File: src/source/limb_link_pkg.sv
package limb_link_pkg;

    //////////////////////////////
    // spi timing
    //////////////////////////////

    // clocks per sck half period
    localparam int sck_half_period = 13;
    // bits per link frame
    localparam int frame_bits = 32;

    //////////////////////////////
    // widths and types
    //////////////////////////////

    // one data word: coefficients, length, rate, bus data
    typedef logic [31:0] word_t;
    // word index into the register map
    typedef logic [3:0] reg_addr_t;
    // received frame count, wraps
    typedef logic [7:0] frame_count_t;
    // bit position inside a frame
    typedef logic [4:0] bit_index_t;
    // sck half period divider
    typedef logic [$clog2(sck_half_period)-1:0] half_count_t;
    // received bit count, one past a full frame flags a long frame
    typedef logic [$clog2(frame_bits):0] bit_count_t;

    // host to slave half of wishbone
    typedef struct packed {
        logic      cyc;
        logic      stb;
        logic      we;
        reg_addr_t adr;
        word_t     dat;
    } wb_req_t;

    // slave to host half
    typedef struct packed {
        logic  ack;
        word_t dat;
    } wb_rsp_t;

    // one serial lane, one direction
    typedef struct packed {
        logic sck;
        logic ssel_n;
        logic data;
    } spi_link_t;

    // coefficient bank, field order is the address order
    typedef struct packed {
        word_t pps_coef_ia;
        word_t pps_coef_ii;
        word_t spike_gain;
        word_t gamma_dyn;
        word_t gamma_sta;
        word_t mn_gain;
        word_t bdamp_bag1;
        word_t bdamp_bag2;
        word_t bdamp_chain;
    } model_params_t;

    // length sender fsm
    typedef enum logic [1:0] {
        idle,
        shift,
        finish
    } sender_state_t;

    //////////////////////////////
    // register map
    //////////////////////////////

    localparam reg_addr_t addr_coef_first = 4'd0;
    localparam reg_addr_t addr_coef_last  = 4'd8;
    // write starts a frame
    localparam reg_addr_t addr_length     = 4'd9;
    // read only, read clears rx_valid
    localparam reg_addr_t addr_rate       = 4'd10;
    // read only, any write clears overrun
    localparam reg_addr_t addr_status     = 4'd11;

    // ieee single encodings of the model defaults
    localparam model_params_t params_default = '{
        pps_coef_ia: 32'h3F66_6666,  // 0.9
        pps_coef_ii: 32'h3F66_6666,  // 0.9
        spike_gain:  32'h0000_0000,
        gamma_dyn:   32'h42A0_0000,  // 80.0
        gamma_sta:   32'h42A0_0000,  // 80.0
        mn_gain:     32'h0000_0001,  // plain integer
        bdamp_bag1:  32'h3E71_4120,  // 0.2356
        bdamp_bag2:  32'h3D14_4674,  // 0.0362
        bdamp_chain: 32'h3C58_44D0   // 0.0132
    };

    // quiet lane, sck low and deselected
    localparam spi_link_t link_idle = '{sck: 1'b0, ssel_n: 1'b1, data: 1'b0};

endpackage

File: src/source/host_regs.sv
`timescale 1ns/1ps

module host_regs (
    input  logic                         ep50trig,
    input  logic                         reset_global,
    input  limb_link_pkg::wb_req_t       wb_req,
    output limb_link_pkg::wb_rsp_t       wb_rsp,
    input  logic                         busy,
    input  limb_link_pkg::word_t         rx_word,
    input  logic                         rx_strobe,
    output logic                         send_req,
    output limb_link_pkg::word_t         length_word,
    output limb_link_pkg::model_params_t model_params
);

    // coefficient bank, entry 0 sits in the msbs like the first struct field
    limb_link_pkg::word_t [limb_link_pkg::addr_coef_first:limb_link_pkg::addr_coef_last] coef_q;

    limb_link_pkg::word_t         length_q;
    limb_link_pkg::word_t         rate_q;
    limb_link_pkg::word_t         rd_data;
    limb_link_pkg::word_t         rd_data_q;
    limb_link_pkg::word_t         status_word;
    limb_link_pkg::frame_count_t  frame_count_q;
    logic                         served_q;
    logic                         ack_q;
    logic                         take;
    logic                         wr_take;
    logic                         rd_take;
    logic                         is_coef;
    logic                         length_wr;
    logic                         send_req_q;
    logic                         rx_valid_q;
    logic                         overrun_q;

    //////////////////////////////
    // bus handshake
    //////////////////////////////

    // new access only once stb has been low since the last one
    assign take    = wb_req.cyc & wb_req.stb & ~served_q;
    assign wr_take = take & wb_req.we;
    assign rd_take = take & ~wb_req.we;

    assign is_coef   = wb_req.adr <= limb_link_pkg::addr_coef_last;
    assign length_wr = wr_take && (wb_req.adr == limb_link_pkg::addr_length);

    // busy in bit 0, rx_valid bit 1, overrun bit 2, count in 15:8
    assign status_word = {16'd0, frame_count_q, 5'd0, overrun_q, rx_valid_q, busy};

    // read mux
    always_comb begin
        rd_data = '0;
        case (wb_req.adr)
            limb_link_pkg::addr_length: rd_data = length_q;
            limb_link_pkg::addr_rate:   rd_data = rate_q;
            limb_link_pkg::addr_status: rd_data = status_word;
            default: begin
                if (is_coef) begin
                    rd_data = coef_q[wb_req.adr];
                end
            end
        endcase
    end

    // read data held for the ack cycle
    always_ff @(posedge ep50trig) begin
        if (take) begin
            rd_data_q <= rd_data;
        end
    end

    //////////////////////////////
    // register storage
    //////////////////////////////

    always_ff @(posedge ep50trig or posedge reset_global) begin
        if (reset_global) begin
            coef_q   <= limb_link_pkg::params_default;
            length_q <= '0;
        end else if (wr_take) begin
            if (is_coef) begin
                coef_q[wb_req.adr] <= wb_req.dat;
            end
            // length write during a frame is dropped
            if (length_wr && !busy) begin
                length_q <= wb_req.dat;
            end
        end
    end

    // handshake, frame start and link status
    always_ff @(posedge ep50trig or posedge reset_global) begin
        if (reset_global) begin
            served_q      <= 1'b0;
            ack_q         <= 1'b0;
            send_req_q    <= 1'b0;
            overrun_q     <= 1'b0;
            rx_valid_q    <= 1'b0;
            frame_count_q <= '0;
            rate_q        <= '0;
        end else begin
            served_q   <= wb_req.cyc & wb_req.stb;
            ack_q      <= take;
            send_req_q <= length_wr && !busy;
            if (length_wr && busy) begin
                overrun_q <= 1'b1;
            end else if (wr_take && (wb_req.adr == limb_link_pkg::addr_status)) begin
                overrun_q <= 1'b0;
            end
            // a fresh frame wins over a clearing read
            if (rx_strobe) begin
                rx_valid_q    <= 1'b1;
                rate_q        <= rx_word;
                frame_count_q <= frame_count_q + 1'b1;
            end else if (rd_take && (wb_req.adr == limb_link_pkg::addr_rate)) begin
                rx_valid_q <= 1'b0;
            end
        end
    end

    assign wb_rsp.ack   = ack_q;
    assign wb_rsp.dat   = rd_data_q;
    assign send_req     = send_req_q;
    assign length_word  = length_q;
    assign model_params = limb_link_pkg::model_params_t'(coef_q);

    // one ack per access
    ack_single: assert property (@(posedge ep50trig) disable iff (reset_global)
        ack_q |=> !ack_q);

    // sender must be idle when a frame is requested
    send_when_idle: assert property (@(posedge ep50trig) disable iff (reset_global)
        send_req_q |-> !busy);

endmodule

File: src/source/spi_length_sender.sv
`timescale 1ns/1ps

module spi_length_sender (
    input  logic                     ep50trig,
    input  logic                     reset_global,
    input  logic                     send_req,
    input  limb_link_pkg::word_t     length_word,
    output logic                     busy,
    output limb_link_pkg::spi_link_t link_tx
);

    limb_link_pkg::sender_state_t state_q;
    limb_link_pkg::half_count_t   div_q;
    limb_link_pkg::bit_index_t    bit_q;
    limb_link_pkg::word_t         shift_q;
    logic                         sck_q;
    logic                         ssel_n_q;
    logic                         half_done;

    // last clock of a half period
    assign half_done = div_q == limb_link_pkg::half_count_t'(limb_link_pkg::sck_half_period - 1);

    //////////////////////////////
    // frame fsm
    //////////////////////////////

    always_ff @(posedge ep50trig or posedge reset_global) begin
        if (reset_global) begin
            state_q  <= limb_link_pkg::idle;
            div_q    <= '0;
            bit_q    <= '0;
            shift_q  <= '0;
            sck_q    <= 1'b0;
            ssel_n_q <= 1'b1;
        end else begin
            case (state_q)
                limb_link_pkg::idle: begin
                    if (send_req) begin
                        // latch word, msb goes out with select
                        state_q  <= limb_link_pkg::shift;
                        shift_q  <= length_word;
                        div_q    <= '0;
                        bit_q    <= limb_link_pkg::bit_index_t'(limb_link_pkg::frame_bits - 1);
                        sck_q    <= 1'b0;
                        ssel_n_q <= 1'b0;
                    end
                end
                limb_link_pkg::shift: begin
                    if (!half_done) begin
                        div_q <= div_q + 1'b1;
                    end else begin
                        div_q <= '0;
                        if (!sck_q) begin
                            // rising edge, receiver samples here
                            sck_q <= 1'b1;
                        end else begin
                            // falling edge moves the data
                            sck_q   <= 1'b0;
                            shift_q <= {shift_q[30:0], 1'b0};
                            if (bit_q == '0) begin
                                state_q  <= limb_link_pkg::finish;
                                ssel_n_q <= 1'b1;
                            end else begin
                                bit_q <= bit_q - 1'b1;
                            end
                        end
                    end
                end
                limb_link_pkg::finish: begin
                    // one deselected half period before the next frame
                    if (half_done) begin
                        div_q   <= '0;
                        state_q <= limb_link_pkg::idle;
                    end else begin
                        div_q <= div_q + 1'b1;
                    end
                end
                default: begin
                    state_q <= limb_link_pkg::idle;
                end
            endcase
        end
    end

    assign busy           = state_q != limb_link_pkg::idle;
    assign link_tx.sck    = sck_q;
    assign link_tx.ssel_n = ssel_n_q;
    assign link_tx.data   = shift_q[31];

    // select held across the whole frame
    ssel_framed: assert property (@(posedge ep50trig) disable iff (reset_global)
        (busy && state_q != limb_link_pkg::finish) |-> !link_tx.ssel_n);

endmodule

File: src/source/spi_rate_receiver.sv
`timescale 1ns/1ps

module spi_rate_receiver (
    input  logic                     ep50trig,
    input  logic                     reset_global,
    input  limb_link_pkg::spi_link_t link_rx,
    output limb_link_pkg::word_t     rx_word,
    output logic                     rx_strobe
);

    limb_link_pkg::spi_link_t  sync1_q;
    limb_link_pkg::spi_link_t  sync2_q;
    limb_link_pkg::bit_count_t count_q;
    limb_link_pkg::word_t      shift_q;
    limb_link_pkg::word_t      rx_word_q;
    logic                      sck_prev_q;
    logic                      ssel_prev_q;
    logic                      sck_rise;
    logic                      ssel_rise;
    logic                      frame_full;
    logic [1:0]                publish_q;
    logic                      rx_strobe_q;

    //////////////////////////////
    // synchronizer, edge detect
    //////////////////////////////

    always_ff @(posedge ep50trig or posedge reset_global) begin
        if (reset_global) begin
            sync1_q     <= limb_link_pkg::link_idle;
            sync2_q     <= limb_link_pkg::link_idle;
            sck_prev_q  <= 1'b0;
            ssel_prev_q <= 1'b1;
        end else begin
            sync1_q     <= link_rx;
            sync2_q     <= sync1_q;
            sck_prev_q  <= sync2_q.sck;
            ssel_prev_q <= sync2_q.ssel_n;
        end
    end

    assign sck_rise   = sync2_q.sck & ~sck_prev_q;
    assign ssel_rise  = sync2_q.ssel_n & ~ssel_prev_q;
    // exactly one frame worth of bits
    assign frame_full = count_q == limb_link_pkg::bit_count_t'(limb_link_pkg::frame_bits);

    //////////////////////////////
    // bit count and publish
    //////////////////////////////

    always_ff @(posedge ep50trig or posedge reset_global) begin
        if (reset_global) begin
            count_q     <= '0;
            publish_q   <= '0;
            rx_strobe_q <= 1'b0;
        end else begin
            if (sync2_q.ssel_n) begin
                count_q <= '0;
            end else if (sck_rise && count_q <= limb_link_pkg::bit_count_t'(limb_link_pkg::frame_bits)) begin
                // saturates one past full so long frames are dropped
                count_q <= count_q + 1'b1;
            end
            // fixed three cycle latency from deselect
            publish_q   <= {publish_q[0], ssel_rise & frame_full};
            rx_strobe_q <= publish_q[1];
        end
    end

    // shift register, msb first
    always_ff @(posedge ep50trig) begin
        if (sck_rise && !sync2_q.ssel_n) begin
            shift_q <= {shift_q[30:0], sync2_q.data};
        end
        if (publish_q[0]) begin
            rx_word_q <= shift_q;
        end
    end

    assign rx_word   = rx_word_q;
    assign rx_strobe = rx_strobe_q;

    // one strobe per frame
    strobe_single: assert property (@(posedge ep50trig) disable iff (reset_global)
        rx_strobe |=> !rx_strobe);

endmodule

File: src/source/limb_link_top.sv
`timescale 1ns/1ps

module limb_link_top (
    input  logic                         ep50trig,
    input  logic                         reset_global,
    input  limb_link_pkg::wb_req_t       wb_req,
    output limb_link_pkg::wb_rsp_t       wb_rsp,
    output limb_link_pkg::spi_link_t     link_tx,
    input  limb_link_pkg::spi_link_t     link_rx,
    output limb_link_pkg::model_params_t model_params
);

    // register block to sender
    logic                 send_req;
    limb_link_pkg::word_t length_word;
    logic                 busy;
    // receiver to register block
    limb_link_pkg::word_t rx_word;
    logic                 rx_strobe;

    host_regs host_regs0 (
        .ep50trig     (ep50trig),
        .reset_global (reset_global),
        .wb_req       (wb_req),
        .wb_rsp       (wb_rsp),
        .busy         (busy),
        .rx_word      (rx_word),
        .rx_strobe    (rx_strobe),
        .send_req     (send_req),
        .length_word  (length_word),
        .model_params (model_params)
    );

    // outgoing muscle length lane
    spi_length_sender sender0 (
        .ep50trig     (ep50trig),
        .reset_global (reset_global),
        .send_req     (send_req),
        .length_word  (length_word),
        .busy         (busy),
        .link_tx      (link_tx)
    );

    // incoming ia rate lane
    spi_rate_receiver receiver0 (
        .ep50trig     (ep50trig),
        .reset_global (reset_global),
        .link_rx      (link_rx),
        .rx_word      (rx_word),
        .rx_strobe    (rx_strobe)
    );

endmodule

File: config.mk
export PLATFORM = sky130hd
export DESIGN_NAME = limb_link_top
export DESIGN_NICKNAME = d
export VERILOG_FILES = /design/src/source/limb_link_pkg.sv /design/src/source/host_regs.sv /design/src/source/spi_length_sender.sv /design/src/source/spi_rate_receiver.sv /design/src/source/limb_link_top.sv
export SDC_FILE = /design/constraint.sdc
export NUM_CORES = 1
export LEC_CHECK = 0
export BUFFER_PORTS_ARGS = -buffer_cell sky130_fd_sc_hd__buf_4
export CAP_MARGIN = 20
export CORE_MARGIN = 2
export CORE_UTILIZATION = 59
export CTS_BUF_LIST = sky130_fd_sc_hd__clkbuf_4
export CTS_CLUSTER_SIZE = 30
export DETAILED_ROUTE_END_ITERATION = 6
export PLACE_DENSITY = 0.91
export SETUP_SLACK_MARGIN = 0.5
export SYNTH_ARGS = -nofsm -noshare
export SYNTH_HDL_FRONTEND = slang
export SYNTH_SLANG_ARGS = --single-unit
export TNS_END_PERCENT = 100
File: constraint.sdc
create_clock -name ep50trig -period 13.6 [get_ports ep50trig]
set_input_delay 0.68 -clock ep50trig [delete_from_list [all_inputs] [get_ports ep50trig]]
set_output_delay 0.68 -clock ep50trig [all_outputs]
set_load 0.02 [all_outputs]
==> qor.txt <==
Pre-Repair DR Iteration Count: 7
clk_lat worst skew: 850 ps
first-pass GRT wire length: 96400 um
DR vias/cell: 6.21
fmax: 300 MHz
standard-cell rows: 71
CTS Sinks: 523
fin area: 0.0275 sq mm
Hold Violations, Final: 0
TritonCTS Buffers: 137
placed insts: 2293
filler instances: 2303
CP startpoint kind: register
post-synthesis sequential area ratio: 0.608
Critical Path AT: 3960 ps
total global-route track usage: 0.323
initial antenna violation count: 2
Tightest Pin Transition: 1080 ps
area leader, netlist: dfrtp_1
Routed WL per cell: 24.9 um
share of cells above drive strength 1: 0.575
Post-Syn Instances: 1530
total congestion overflow: 0
fin. max-slew vios: 0
vias in the first global route: 16500
clk_skew: 65.7 ps
P per Cell Area: 147 mW/mm^2
I/O pins: 368
P&R area growth vs syn: 22.4%
setup violators final: 0
Mapped Area: 0.0225 sq mm
leakage: 13.0 nW
failing checks: DRC
status: complete, but fails checks
Min-Delay Path Class: in -> async
CTS tree: built
Worst Hold Slack: 62.1 ps
IR drop worst, VDD: 85.7 uV
Setup CP Type: reg -> reg
Routability Congestion: 0.864
prevailing post-synth register cell: dfrtp_1
Max Cap Viol: 0
Core ar.: 0.0376 sq mm
CTS root buf: clkbuf_4
die area: 0.0397 sq mm
setup TNS: 0 ps
Yosys cell types: 54
Max Buffers Root-to-Sink: 3
Tmin final: 3340 ps
RSZ-0062 raised after global routing: no
Mean Syn Cell Area: 14.7 sq um
Slew HR: 0.276
largest net degree at the start of global routing: 129
# DRC: 2
Cell Area, Placed: 0.0255 sq mm
HPWL Detailed: 40400 um
Post-synth EDFFs: 96
Synth Warn #: 0
Detail Route Antenna Nets: 0
required time of the critical path: 14220 ps
Async S/R FF share, synth: 0.816
Routed WL: 63700 um
H-tree lvl count: 4
synthesized flop and latch total: 523
Clock Pin Slew Worst Setup and Hold Paths: 60 ps
PortBufs: 367
top-area cell type share of the netlist area: 0.378
period utilisation layout: 0.245
Post-Syn Nets: 1583
CP Launch Point: sender0.state_q[1]
initial DRC count: 1471
Final nets: 1982
worst reg2reg startpoint: sender0.state_q[1]
Die X-Extent: 199 um
Initial Util: 0.598
Critical Path End Type: register
non-filler cells, final: 2557
via count of the routed design: 15900
Die H: 199 um
Area contributors post-synth: dfrtp_1 (38%), mux2_2 (20%), edfxtp_1 (13%)
peak fanout along the critical path: 46
## cell usage in the layout, fill, tap and decap left out, types with 3 or more instances in the layout
cell / Yosys / layout
nor2_1: 46 / 44
edfxtp_1: 96 / 96
nand3_1: 10 / 6
dlygate4sd3_1: 0 / 3
a21o_1: 3 / 3
nand2b_1: 7 / 5
mux4_2: 33 / 33
dfrtp_1: 340 / 338
mux2_2: 404 / 404
inv_2: 1 / 5
buf_4: 4 / 385
o22ai_1: 60 / 60
nand2_1: 42 / 40
clkbuf_4: 0 / 224
xnor2_1: 9 / 9
nor3_1: 6 / 5
a31oi_1: 12 / 12
o21ai_0: 9 / 9
ha_1: 9 / 8
mux2i_1: 56 / 56
o221ai_1: 64 / 64
nand3_2: 0 / 4
a21oi_1: 39 / 39
clkinvlp_4: 0 / 7
mux2_1: 4 / 4
nand4_1: 8 / 8
dfstp_2: 87 / 87
buf_16: 0 / 4
clkinv_1: 0 / 17
inv_1: 17 / 16
## flip-flops by register name (all words and copies together), names as in the netlist, 2 cells and up
register and cells:
receiver0.sync2_q 3, sender0.state_q 2, receiver0.count_q 6, host_regs0.model_params 288, sender0.shift_q 32, host_regs0.rate_q 32
host_regs0.length_word 32, sender0.bit_q 5, sender0.div_q 4, host_regs0.frame_count_q 8, receiver0.shift_q 32, host_regs0.rd_data_q 32
receiver0.sync1_q 3, receiver0.publish_q 2, receiver0.rx_word 32
## cell type report
| type | count | area (sq um) | area share |
|---|---|---|---|
| tap | 511 | 639 | 0.0232 |
| timing repair buffer | 395 | 3090 | 0.112 |
| antenna | 2 | 5.00 | 0.000182 |
| inverter | 18 | 75.1 | 0.00273 |
| clock inverter | 30 | 141 | 0.00514 |
| clock buffer | 224 | 1680 | 0.0611 |
| multi-input combinational | 854 | 8210 | 0.298 |
| sequential | 523 | 13700 | 0.497 |
## what timing repair did
| action | 4_1_cts | 5_1_grt |
|---|---|---|
| setup buffers | 0 | 0 |
| resized for setup | 0 | 0 |
| endpoints found under the hold margin | 3 | 0 |
| setup endpoints to repair | 0 | 0 |
| hold buffers | 3 | 0 |
## cells in the mapped netlist (6+ instances only)
cell      count
mux2_2      404
dfrtp_1     340
edfxtp_1     96
dfstp_2      87
o221ai_1     64
o22ai_1      60
mux2i_1      56
buf_2        51
nor2_1       46
nand2_1      42
buf_1        41
a21oi_1      39
clkbuf_1     38
mux4_2       33
inv_1        17
a31oi_1      12
nand3_1      10
ha_1          9
o21ai_0       9
xnor2_1       9
nand4_1       8
nand2b_1      7
nor3_1        6
## where the power goes
group | switching, mW | internal (mW) | total (mW) | leakage, nW
Combinational | 0.395 | 0.337 | 0.732 | 5.54
Sequential | 0.139 | 1.77 | 1.91 | 6.38
Clock | 0.658 | 0.747 | 1.40 | 1.08
## stage by stage
step                      power, mW  worst slack [ps]   util
after floorplan                2.35              1170      -
after global placement         2.62              9670  0.678
after detailed placement       2.66              9770  0.679
after CTS                      4.06              9890  0.729
after global routing           4.22             10010  0.732
final                          4.05             10260  0.732
## kinds of logic (layout without fill, tap and decap cells)
kind of cell / after synthesis / count (layout) / share of synthesized area
and+or+nand+nor: 136 / 136 / 0.0288
DFF: 523 / 523 / 0.608
buffers and inverters: 153 / 667 / 0.0291
AOI/OAI and AO/OA: 201 / 201 / 0.0620
adders and majority gates: 9 / 9 / 0.00501
other: 0 / 2 / 0
xor gates and xnor gates: 11 / 11 / 0.00429
muxes: 497 / 497 / 0.262
## worst paths after layout
check | endpoint | slack (ps) | cells past startpoint
worst min-delay path | host_regs0.model_params[194] | 60 | 2
worst min register to register | receiver0.sync2_q[0] | 340 | 0
min in group ep50trig | host_regs0.model_params[211] | 160 | 2
worst max register to register | sender0.shift_q[11] | 10260 | 7
max in group asynchronous | host_regs0.model_params[253] | 11380 | 5
worst max-delay path | sender0.shift_q[11] | 10260 | 7
## per-layer routing
layer / track usage / up-vias / wire (um)
met4: 0.153 / 0 / 2480
met5: 0 / - / 0
met1: 0.405 / 8121 / 23800
li1: - / 6653 / -
met2: 0.526 / 938 / 31900
met3: 0.0854 / 179 / 5600
## worst max-delay path: stages (launching register included)
cell	delay, ps
dfrtp_1	400
inv_1	80
ha_2	750
mux2_2	850
nand2_1	430
buf_16	290
o22ai_1	200
a21oi_1	120
No activity file was read; power rests on OpenSTA's default activity.
